--- src/pwmPkg.sv ---
`default_nettype none

package pwmPkg;

	// ----------------------------------------
	// Sizes
	// ----------------------------------------
	localparam int lpChannels    = 4;   // PWM channels
	localparam int lpDutyWidth   = 8;   // Duty counter and ratio
	localparam int lpDivWidth    = 32;  // Interval timer divide value
	localparam int lpWbDataWidth = 32;  // Bus data
	localparam int lpWbAdrWidth  = 5;   // Word address taken from bus bits 6..2
	localparam int lpWbSelWidth  = lpWbDataWidth / 8;

	// Last duty count before wrap
	localparam logic [lpDutyWidth-1:0] lpDutyMax = '1;

	// ----------------------------------------
	// Register map in words
	// ----------------------------------------
	localparam int lpChanStride = 4;    // Words per channel block
	localparam int lpOffsCtrl   = 0;    // Enable
	localparam int lpOffsDuty   = 1;    // Ratio in the low byte
	localparam int lpOffsDiv    = 2;    // Full 32 bit divide value

	localparam int lpCtrlEnBit  = 0;    // Channel enable in CTRL

	// Interrupt registers, bit n is channel n
	localparam int lpAdrIrqStat = 16;   // Status, write one to clear
	localparam int lpAdrIrqEn   = 17;   // Enable mask

endpackage

`default_nettype wire

--- src/ckeGenerator.sv ---
`default_nettype none

// Interval timer with a period of div + 1 clocks
module ckeGenerator
	import pwmPkg::*;
(
	input  wire logic                  iCLK,
	input  wire logic                  iRST,
	input  wire logic                  en,    // Run enable
	input  wire logic [lpDivWidth-1:0] div,   // Divide value
	output logic                       cke    // One clock per period
);

	logic [lpDivWidth-1:0] cnt;      // Position inside the period
	logic [lpDivWidth-1:0] divReg;   // Divide value of the running period
	logic [lpDivWidth-1:0] divEff;   // Terminal count in use
	logic                  atEnd;

	// At count zero the live value applies, later the held copy
	assign divEff = (cnt == '0) ? div : divReg;
	assign atEnd  = (cnt == divEff);
	assign cke    = en & atEnd;      // Stops at once when disabled

	always_ff @(posedge iCLK)
	begin
		if (iRST || !en)
			cnt <= '0;                // Idle at zero
		else if (atEnd)
			cnt <= '0;                // Period boundary
		else
			cnt <= cnt + lpDivWidth'(1);
	end

	// Reload only at a period start
	always_ff @(posedge iCLK)
	begin
		if (cnt == '0)
			divReg <= div;
	end

endmodule

`default_nettype wire

--- src/dutyGenerator.sv ---
`default_nettype none

// One PWM channel
module dutyGenerator
	import pwmPkg::*;
(
	input  wire logic                   iCLK,
	input  wire logic                   iRST,
	input  wire logic                   en,            // Channel enable
	input  wire logic [lpDutyWidth-1:0] dutyRatio,     // Larger gives shorter high time
	input  wire logic [lpDivWidth-1:0]  divValue,      // Interval timer divide
	output logic                        pwm,
	output logic                        dutyCycleCke   // Pulse per full duty cycle
);

	logic                   stepCke;   // Duty counter step
	logic [lpDutyWidth-1:0] dutyCnt;

	// ----------------------------------------
	// Interval timer
	// ----------------------------------------
	ckeGenerator ckeGen (
		.iCLK (iCLK),
		.iRST (iRST),
		.en   (en),
		.div  (divValue),
		.cke  (stepCke)
	);

	// ----------------------------------------
	// Duty counter and compare
	// ----------------------------------------
	always_ff @(posedge iCLK)
	begin
		if (iRST || !en)
			dutyCnt <= '0;
		else if (stepCke)
			dutyCnt <= dutyCnt + lpDutyWidth'(1);   // Wraps after lpDutyMax
	end

	// High while the count is above the ratio
	always_ff @(posedge iCLK)
	begin
		if (iRST)
			pwm <= 1'b0;
		else
			pwm <= en & (dutyCnt > dutyRatio);
	end

	// Last step of the cycle
	always_ff @(posedge iCLK)
	begin
		if (iRST)
			dutyCycleCke <= 1'b0;
		else
			dutyCycleCke <= stepCke & (dutyCnt == lpDutyMax);
	end

endmodule

`default_nettype wire

--- src/pwmCtrlTop.sv ---
`default_nettype none

// Four channel PWM controller
module pwmCtrlTop
	import pwmPkg::*;
(
	input  wire logic                     iCLK,
	input  wire logic                     iRST,
	// Wishbone classic slave
	input  wire logic                     iWbCyc,
	input  wire logic                     iWbStb,
	input  wire logic                     iWbWe,
	input  wire logic [lpWbAdrWidth-1:0]  iWbAdr,
	input  wire logic [lpWbDataWidth-1:0] iWbDat,
	input  wire logic [lpWbSelWidth-1:0]  iWbSel,
	output logic      [lpWbDataWidth-1:0] oWbDat,
	output logic                          oWbAck,
	// Outputs
	output logic      [lpChannels-1:0]    oPwm,
	output logic                          oIrq     // Cycle completion interrupt
);

	logic [lpChannels-1:0]                  chanEn;
	logic [lpChannels-1:0][lpDutyWidth-1:0] dutyRatio;
	logic [lpChannels-1:0][lpDivWidth-1:0]  divValue;
	logic [lpChannels-1:0]                  cycleCke;   // Back to status bits

	// ----------------------------------------
	// Registers
	// ----------------------------------------
	pwmRegs regs (
		.iCLK         (iCLK),
		.iRST         (iRST),
		.iWbCyc       (iWbCyc),
		.iWbStb       (iWbStb),
		.iWbWe        (iWbWe),
		.iWbAdr       (iWbAdr),
		.iWbDat       (iWbDat),
		.iWbSel       (iWbSel),
		.oWbDat       (oWbDat),
		.oWbAck       (oWbAck),
		.dutyCycleCke (cycleCke),
		.chanEn       (chanEn),
		.dutyRatio    (dutyRatio),
		.divValue     (divValue),
		.oIrq         (oIrq)
	);

	// ----------------------------------------
	// Channels
	// ----------------------------------------
	generate
		for (genvar ch = 0; ch < lpChannels; ch++)
		begin : gChan
			dutyGenerator dutyGen (
				.iCLK         (iCLK),
				.iRST         (iRST),
				.en           (chanEn[ch]),
				.dutyRatio    (dutyRatio[ch]),
				.divValue     (divValue[ch]),
				.pwm          (oPwm[ch]),
				.dutyCycleCke (cycleCke[ch])
			);
		end
	endgenerate

endmodule

`default_nettype wire

--- src/pwmRegs.sv ---
`default_nettype none

// Wishbone classic register block
module pwmRegs
	import pwmPkg::*;
(
	input  wire logic                     iCLK,
	input  wire logic                     iRST,
	// Wishbone slave
	input  wire logic                     iWbCyc,
	input  wire logic                     iWbStb,
	input  wire logic                     iWbWe,
	input  wire logic [lpWbAdrWidth-1:0]  iWbAdr,    // Word address
	input  wire logic [lpWbDataWidth-1:0] iWbDat,
	input  wire logic [lpWbSelWidth-1:0]  iWbSel,
	output logic      [lpWbDataWidth-1:0] oWbDat,
	output logic                          oWbAck,
	// Channels
	input  wire logic [lpChannels-1:0]    dutyCycleCke,
	output logic      [lpChannels-1:0]    chanEn,
	output logic [lpChannels-1:0][lpDutyWidth-1:0] dutyRatio,
	output logic [lpChannels-1:0][lpDivWidth-1:0]  divValue,
	output logic                          oIrq
);

	logic                     wbReq;     // Request not yet acked
	logic                     wbWr;      // Write at the ack edge
	logic                     statWr;
	logic                     irqEnWr;
	logic [lpChannels-1:0]    statClr;   // Bits written with one
	logic [lpChannels-1:0]    irqStat;
	logic [lpChannels-1:0]    irqEn;
	logic [lpWbDataWidth-1:0] rdMux;

	// Channel register address
	function automatic logic [lpWbAdrWidth-1:0] chanAdr(input int ch, input int offs);
		return lpWbAdrWidth'(ch * lpChanStride + offs);
	endfunction

	// Old word with the selected bytes replaced
	function automatic logic [lpWbDataWidth-1:0] byteMerge(
		input logic [lpWbDataWidth-1:0] oldWord,
		input logic [lpWbDataWidth-1:0] newWord,
		input logic [lpWbSelWidth-1:0]  sel
	);
		logic [lpWbDataWidth-1:0] merged;
		merged = oldWord;
		for (int b = 0; b < lpWbSelWidth; b++)
		begin
			if (sel[b])
				merged[8*b +: 8] = newWord[8*b +: 8];
		end
		return merged;
	endfunction

	// ----------------------------------------
	// Bus handshake
	// ----------------------------------------
	assign wbReq   = iWbCyc & iWbStb & ~oWbAck;   // No back to back ack
	assign wbWr    = wbReq & iWbWe;
	assign statWr  = wbWr & (iWbAdr == lpWbAdrWidth'(lpAdrIrqStat)) & iWbSel[0];
	assign irqEnWr = wbWr & (iWbAdr == lpWbAdrWidth'(lpAdrIrqEn)) & iWbSel[0];
	assign statClr = {lpChannels{statWr}} & iWbDat[lpChannels-1:0];

	always_ff @(posedge iCLK)
	begin
		if (iRST)
			oWbAck <= 1'b0;
		else
			oWbAck <= wbReq;           // Single cycle, one clock late
	end

	// ----------------------------------------
	// Channel registers
	// ----------------------------------------
	always_ff @(posedge iCLK)
	begin
		if (iRST)
		begin
			chanEn    <= '0;            // All channels off
			dutyRatio <= '0;
			divValue  <= '0;
		end
		else if (wbWr)
		begin
			for (int ch = 0; ch < lpChannels; ch++)
			begin
				if (iWbAdr == chanAdr(ch, lpOffsCtrl) && iWbSel[lpCtrlEnBit / 8])
					chanEn[ch] <= iWbDat[lpCtrlEnBit];
				if (iWbAdr == chanAdr(ch, lpOffsDuty) && iWbSel[0])
					dutyRatio[ch] <= iWbDat[lpDutyWidth-1:0];   // Low byte only
				if (iWbAdr == chanAdr(ch, lpOffsDiv))
					divValue[ch] <= byteMerge(divValue[ch], iWbDat, iWbSel);
			end
		end
	end

	// ----------------------------------------
	// Interrupts
	// ----------------------------------------
	always_ff @(posedge iCLK)
	begin
		if (iRST)
			irqEn <= '0;
		else if (irqEnWr)
			irqEn <= iWbDat[lpChannels-1:0];
	end

	// A finished cycle beats a clear in the same clock
	always_ff @(posedge iCLK)
	begin
		if (iRST)
			irqStat <= '0;
		else
		begin
			for (int ch = 0; ch < lpChannels; ch++)
			begin
				if (dutyCycleCke[ch])
					irqStat[ch] <= 1'b1;
				else if (statClr[ch])
					irqStat[ch] <= 1'b0;
			end
		end
	end

	always_ff @(posedge iCLK)
	begin
		if (iRST)
			oIrq <= 1'b0;
		else
			oIrq <= |(irqStat & irqEn);   // One clock behind status
	end

	// ----------------------------------------
	// Read path
	// ----------------------------------------
	always_comb
	begin
		rdMux = '0;                   // Unmapped reads zero
		for (int ch = 0; ch < lpChannels; ch++)
		begin
			if (iWbAdr == chanAdr(ch, lpOffsCtrl))
				rdMux[lpCtrlEnBit] = chanEn[ch];
			if (iWbAdr == chanAdr(ch, lpOffsDuty))
				rdMux = lpWbDataWidth'(dutyRatio[ch]);
			if (iWbAdr == chanAdr(ch, lpOffsDiv))
				rdMux = lpWbDataWidth'(divValue[ch]);
		end
		if (iWbAdr == lpWbAdrWidth'(lpAdrIrqStat))
			rdMux = lpWbDataWidth'(irqStat);
		if (iWbAdr == lpWbAdrWidth'(lpAdrIrqEn))
			rdMux = lpWbDataWidth'(irqEn);
	end

	// Loaded with the request so data sits in the ack cycle
	always_ff @(posedge iCLK)
	begin
		if (iRST)
			oWbDat <= '0;
		else if (wbReq)
			oWbDat <= rdMux;
	end

endmodule

`default_nettype wire

--- config.mk ---
export PLATFORM = sky130hd
export DESIGN_NAME = pwmCtrlTop
export DESIGN_NICKNAME = d
export VERILOG_FILES = /design/src/pwmPkg.sv /design/src/ckeGenerator.sv /design/src/dutyGenerator.sv /design/src/pwmCtrlTop.sv /design/src/pwmRegs.sv
export SDC_FILE = /design/constraint.sdc
export NUM_CORES = 1
export LEC_CHECK = 0
export ABC_AREA = 1
export BUFFER_PORTS_ARGS = -buffer_cell sky130_fd_sc_hd__buf_2
export CAP_MARGIN = 20
export CORE_MARGIN = 10
export CORE_UTILIZATION = 63
export DETAILED_ROUTE_END_ITERATION = 16
export GPL_ROUTABILITY_DRIVEN = 0
export GPL_TIMING_DRIVEN = 0
export PLACE_DENSITY = 0.88
export RECOVER_POWER = 100
export SLEW_MARGIN = 20
export SYNTH_ARGS = -nofsm -noshare
export SYNTH_HDL_FRONTEND = slang
export SYNTH_HIERARCHICAL = 1
export SYNTH_SLANG_ARGS = --single-unit
--- constraint.sdc ---
create_clock -name iCLK -period 3 [get_ports iCLK]
set_input_delay 0.75 -clock iCLK [delete_from_list [all_inputs] [get_ports iCLK]]
set_output_delay 0.75 -clock iCLK [all_outputs]
set_load 0.01 [all_outputs]
Word level (Yosys, flattened, before mapping). Index checks and enable logic that the tools add are counted.

Add/sub/neg operators: 8. $lt $le $gt $ge: 4. Equality and inequality tests: 21. Muxes and demuxes: 26. Bitwise gates (word level): 22. Reductions and logical operators: 54.

Operators by type and width (number): 32-bit two-way mux (13); 32-bit by 1-bit adder with 32-bit output, second input constant (4); 32-bit == test (4); 32-bit logical NOT (4); 3-bit AND reduction (16); 8-bit by 1-bit adder with 8-bit output, second input constant (4); 8-bit == test, second input constant (4); 8-bit > comparator (4); 5-bit by 4-bit == test with 1-bit output, second input constant (6); 1-bit bitwise AND (19); 2-bit AND reduction (8); 5-bit by 3-bit == test with 1-bit output, second input constant (3); 1-bit two-way mux (12); 5-bit == test, second input constant (2); 4-bit bitwise AND (2); 1-bit logical AND (8); 8-bit two-way mux (1); 2-bit nonzero test (4); 2-bit OR reduction (4); 5-bit by 1-bit == test with 1-bit output, second input constant (1); 5-bit by 2-bit == test with 1-bit output, second input constant (1); 5-bit logical NOT (1); 1-bit logical NOT (4); 1-bit logical OR (4); 2 further kinds (2).

Flip-flop bits (word level): 502. Output and inout bits: 38. Word-level logic and storage cells: 187.

Logic depth before layout (Yosys ltp).
Depth after elaboration: 15. Depth in mapped cells: 26.

Cells and area by module. The synthesis kept the hierarchy.

Modules (own cells, without submodules): ckeGenerator (times used 4, cells an instance 599, area each 3756.1 µm², sequential area each 1281.2 µm²); pwmRegs (times used 1, cells an instance 1150, area each 8592.0 µm², sequential area each 4124.0 µm²); dutyGenerator (times used 4, cells an instance 90, area each 635.6 µm², sequential area each 200.2 µm²).

Least setup slack after synthesis. Ideal clock, no wire load.

Path type: flip-flop to flip-flop. From: register gChan[1].dutyGen.ckeGen.cnt[0]. To: register gChan[1].dutyGen.dutyCnt[7]. Data arrival time: 2598 ps. Data required time: 2884 ps. Path slack: 287 ps. Stages on the path, launching flop included: 26. Path buffers: 2. Clock period less this slack: 2713 ps. Cell sequence: dfxtp_1 inv_1 ha_1 inv_1 nor2_1 nand2_1 nor2_2 nand2_2 nor2_4 buf_6 buf_8 nand2_2 nand3_2 nand2_1 clkinv_1 nand2_1 nor2_1 nand2_1 nor2_1 nand2_2 nor2_1 nand2_2 nor2_4 nand3_2 o21ai_0 nor2_1.

Word-level cells in the longest chain between the ends: 4.

Ends and longest elaborated chain: from (decl) (line ckeGenerator.sv:14) `logic [lpDivWidth-1:0] cnt;`; from (signal assigned) (line ckeGenerator.sv:31) `cnt <= cnt + lpDivWidth'(1);`; 32-bit logical NOT (line ckeGenerator.sv:20) `assign divEff = (cnt == '0) ? div : divReg;`; 32-bit two-way mux; 32-bit == test (*) (line ckeGenerator.sv:21) `assign atEnd = (cnt == divEff);`; 1-bit bitwise AND (*) (line ckeGenerator.sv:22) `assign cke = en & atEnd;`; net gChan[1].dutyGen.stepCke (line dutyGenerator.sv:16) `logic stepCke;`; to (signal assigned) (line dutyGenerator.sv:38) `dutyCnt <= dutyCnt + lpDutyWidth'(1);`; to (decl) (line dutyGenerator.sv:17) `logic [lpDutyWidth-1:0] dutyCnt;`.

The timed path passes the listed nets; every way through them passes the cells marked *. A chain may end at the register's enable or synchronous reset.

Final worst setup path.
From: register gChan[3].dutyGen.ckeGen.cnt[22]. To: register gChan[3].dutyGen.dutyCnt[6].

Word-level cells in the longest chain between the ends: 4.

Ends and longest elaborated chain (line): from (decl) (ckeGenerator.sv:14); from (signal assigned) (ckeGenerator.sv:31); 32-bit logical NOT (ckeGenerator.sv:20); 32-bit two-way mux (ckeGenerator.sv:20); 32-bit == test (*) (ckeGenerator.sv:21); 1-bit bitwise AND (*) (ckeGenerator.sv:22); net gChan[3].dutyGen.stepCke (dutyGenerator.sv:16); to (signal assigned) (dutyGenerator.sv:38); to (decl) (dutyGenerator.sv:17).

Marked as above.

==> impl_metrics.py <==
metrics = {
    "hold_path": {
        "hold_depth": 2,
        "hold_path.class": "flop to flop",
        "min_from": "gChan[3].dutyGen/dutyCycleCke$_SDFF_PP0_",
        "hold_path_end": "regs/irqStat[3]$_SDFFE_PP0P_",
    },
    "outcome": {
        "outcome": "complete, but fails checks",
        "violations": "negative setup slack",
    },
    "global_routing": {
        "grt_antenna_before_repair": 7,
        "track_usage": 0.303,
        "grt_first_pass_wirelength_mm": 124,
        "grt_pass1_vias": 24200,
        "grt.overflow.total": 0,
        "grt_max_degree": 21,
    },
    "critical_path": {
        "crit_type": "flop to flop",
        "cp-end-kind": "flop",
        "crit_path_cell_trace": "nor2_1 -> nand2_1 -> nor2_1 -> nand2_4 -> nor2_4 -> buf_6 -> buf_8 -> nand2_4 -> nand3_2 -> nand2_1 -> clkinv_1 -> nand2_1 -> nor2_1 -> nand2_1 -> nor2_2 -> nand2_2 -> nor2_4 -> buf_4 -> nand3_4 -> nor2_4 -> nand3_2 -> nand2_2 -> a21oi_2",
        "cpMostUsedCell": "nand2_1",
        "cp.required_ns": 3.50,
        "slowest_delay_ns": 0.40,
        "reg2reg_setup_slack_ns": -0.09,
        "cp_slowest_cell": "dfxtp_1",
        "critPathMaxFanout": 7,
        "r2r_start": "gChan[3].dutyGen/ckeGen/cnt[22]$_SDFF_PP0_",
        "cp-start-kind": "flop",
        "reg2regPathDepth": 23,
        "arrival_ns": 3.60,
        "reg2reg_to": "gChan[3].dutyGen/dutyCnt[6]$_SDFFE_PP0P_",
    },
    "cts": {
        "htreeDepth": 2,
        "clk_path_buf_depth": 3,
        "clk_pin_slew_worst_paths_ns": 0.06,
        "cts_tree": "done",
        "cts_buffers": 52,
        "clk_latency_ns": 0.61,
        "cts-root-buf": "clkbuf_16",
        "clkSinkCount": 502,
    },
    "timing": {
        "max_freq_mhz": 323,
        "setup_ws_ns": -0.0941,
        "fin_skew_ns": 0.0223,
        "tightestPinTransition_ns": 0.780,
        "slew_violations": 0,
        "hold_viol": 0,
        "finalSetupViolCount": 8,
        "maxSlewHeadroom": 0.480,
        "post-route-min-period_ns": 3.09,
        "rsz0062_at_grt": "yes",
        "period_share": 1.03,
    },
    "pwr": {
        "pwr-share-seq": 0.487,
        "clock_power_share": 0.488,
        "switching_share": 0.223,
        "combPwrFrac": 0.025,
        "leakagePower_uw": 0.0135,
        "total_power_uw": 13700,
        "power.internal_uw": 10700,
        "peakVddDrop_uv": 539,
        "power_density_mw_per_mm2": 456,
        "power_switching_uw": 3060,
    },
    "finish": {
        "multiInputGateArea_mm2": 0.0138,
        "synthToLayoutAreaGrowth_pct": 14.9,
        "finalNetCount": 4189,
        "nFillCells": 3080,
        "mostFrequentLayoutCell": "nand2_1",
        "final_cell_mix": "nand2_1, nor2_1, dfxtp_1",
        "regArea_mm2": 0.0101,
        "design_area_mm2": 0.0301,
        "layout-drive-gt1-share": 0.144,
    },
    "yosys": {
        "synth-async-reset-ratio": 0,
        "yosys.area_share.simple": 0.354,
        "synth_area_mm2": 0.0262,
        "synth-xor-area-share": 0.0388,
        "synth_compound_area_frac": 0.0952,
        "synth_fp_nets": 3996,
        "syn_area_per_cell_um2": 6.70,
        "ys_types": 50,
        "ys_seq_area_frac": 0.384,
        "synth-edff-count": 0,
        "synth-seq-cells": 502,
        "synthCells": 3906,
        "yosysWarnings": 6,
        "synth-main-ff-cell": "dfxtp_1",
        "synth_top_family_by_area": "simple AND/OR/NAND/NOR gates",
        "post_synth_fa_ha_maj_area_fraction": 0.0210,
        "synthMuxAreaShare": 0,
    },
    "floorplan": {
        "num_rows": 74,
        "coreArea_mm2": 0.0409,
        "dieArea_mm2": 0.0501,
        "die_y_um": 224,
        "ioPinCount": 84,
        "die_w_um": 224,
        "start_util": 0.639,
    },
    "route": {
        "via_count": 26700,
        "ant_nets": 0,
        "drtIter0Drc": 3736,
        "dr.pass1.iters": 8,
        "wl_mm": 82.1,
        "wire_per_inst_um": 17.6,
        "drc": 0,
        "vias_per_cell": 5.72,
    },
    "flow_run": {
        "cap_violations": 0,
    },
    "placed_design": {
        "port_buffers": 79,
        "dpl_cell_area_mm2": 0.0272,
        "dp_hpwl_mm": 57.9,
    },
}
==> layout make-up <==
type	count	share of cell area
antenna	5	0.000416
sequential	502	0.335
tap	532	0.0221
clock buffer	79	0.0517
multi-input combinational	2769	0.458
inverter	527	0.0664
clock inverter	16	0.00633
buffer	109	0.0296
timing repair buffer	138	0.0300
==> registers in the layout, summed over array words and instances, names as in the netlist <==
register                     flops
gChan.dutyGen/ckeGen/cnt       128
gChan.dutyGen/ckeGen/divReg    128
regs/divValue                  128
gChan.dutyGen/dutyCnt           32
regs/dutyRatio                  32
regs/oWbDat                     32
gChan.dutyGen/dutyCycleCke       4
gChan.dutyGen/pwm                4
regs/chanEn                      4
regs/irqEn                       4
regs/irqStat                     4
regs/oIrq                        1
regs/oWbAck                      1
==> through the flow <==
stage	setup slack, ns	setup TNS (ns)	instances	hold slack, ns	util
4_1_cts	0.00118	0	4635	0.435	0.715
2_1_floorplan	0.287	0	3906	0.415	-
3_3_place_gp	-0.561	-10.58	4517	0.423	0.665
3_5_place_dp	-0.606	-12.40	4517	0.433	0.665
5_1_grt	-0.226	-3.66	4676	0.452	0.734
6_report	-0.0941	-0.282	4677	0.450	0.734
==> worst max-delay path by stage <==
stage | startpoint | to | depth (start not counted)
final | gChan[3].dutyGen/ckeGen/cnt[22]$_SDFF_PP0_ | gChan[3].dutyGen/dutyCnt[6]$_SDFFE_PP0P_ | 23
after global routing | gChan[3].dutyGen/ckeGen/cnt[22]$_SDFF_PP0_ | gChan[3].dutyGen/dutyCnt[6]$_SDFFE_PP0P_ | 22
after CTS | gChan[2].dutyGen/ckeGen/cnt[1]$_SDFF_PP0_ | gChan[2].dutyGen/dutyCnt[7]$_SDFFE_PP0P_ | 25
after detailed placement | gChan[1].dutyGen/ckeGen/cnt[0]$_SDFF_PP0_ | gChan[1].dutyGen/dutyCnt[7]$_SDFFE_PP0P_ | 21
after global placement | gChan[1].dutyGen/ckeGen/cnt[0]$_SDFF_PP0_ | gChan[1].dutyGen/dutyCnt[7]$_SDFFE_PP0P_ | 21
after floorplan | gChan[1].dutyGen/ckeGen/cnt[0]$_SDFF_PP0_ | gChan[1].dutyGen/dutyCnt[7]$_SDFFE_PP0P_ | 25
==> power groups by stage <==
| stage | Sequential (uW) | Clock (uW) | Combinational, uW |
|---|---|---|---|
| 3_3_place_gp | 6830 | 0 | 305 |
| 5_1_grt | 6680 | 6960 | 352 |
| 2_1_floorplan | 6830 | 0 | 154 |
| 3_5_place_dp | 6830 | 0 | 308 |
| 6_report | 6680 | 6690 | 345 |
| 4_1_cts | 6690 | 6700 | 314 |
==> per-layer routing <==
| metal | vias up | wire length, um | global-route usage |
|---|---|---|---|
| li1 | 12600 | - | - |
| met1 | 12100 | 31400 | 0.384 |
| met2 | 1721 | 35600 | 0.471 |
| met3 | 356 | 10500 | 0.0768 |
| met4 | 4 | 4570 | 0.151 |
| met5 | - | 28 | 0 |
==> synth_stat cells (14+ instances only) <==
| master | instances | area (um2) |
|---|---|---|
| nand3_2 | 14 | 140 |
| inv_2 | 16 | 60.1 |
| nand2_1 | 1141 | 4280 |
| dfxtp_1 | 502 | 10000 |
| nand3_1 | 210 | 1050 |
| nor4_1 | 17 | 106 |
| o21bai_1 | 20 | 150 |
| o21ai_0 | 230 | 1150 |
| buf_2 | 26 | 130 |
| nor2_1 | 548 | 2060 |
| nor2_4 | 27 | 304 |
| ha_1 | 44 | 551 |
| nand3b_1 | 17 | 128 |
| inv_1 | 502 | 1880 |
| nor3_1 | 46 | 230 |
| a21oi_1 | 145 | 726 |
| xor2_1 | 108 | 946 |
| o2111ai_1 | 21 | 184 |
| nand2_2 | 32 | 200 |
| nor2_2 | 70 | 438 |
| clkbuf_1 | 32 | 120 |
| buf_6 | 31 | 349 |
==> cells by family (layout without fill, tap and decap cells) <==
kind of cell | after synthesis | count (layout)
flip-flops | 502 | 502
XOR/XNOR | 116 | 116
AO/OA/AOI/OAI | 453 | 453
other | 0 | 5
adder cells (fa/ha/maj) | 44 | 44
AND/OR/NAND/NOR | 2155 | 2156
buffers and inverters | 636 | 869
==> critical path: cells and delay by family, from the launching register on <==
kind	cells	cell delay (ns)
buf+inv	4	0.51
simple gates	18	2.03
compound gates	1	0.03
flops	1	0.40
==> what timing repair did <==
| item | in CTS | in global routing |
|---|---|---|
| setup endpoints to repair | 36 | 60 |
| hold buffers | 0 | 0 |
| pin swaps | 16 | 77 |
| gates resized for setup | 48 | 185 |
| setup buffers | 19 | 34 |
| gates cloned | 4 | 4 |
Note: power is estimated with default switching activity, not from simulation.
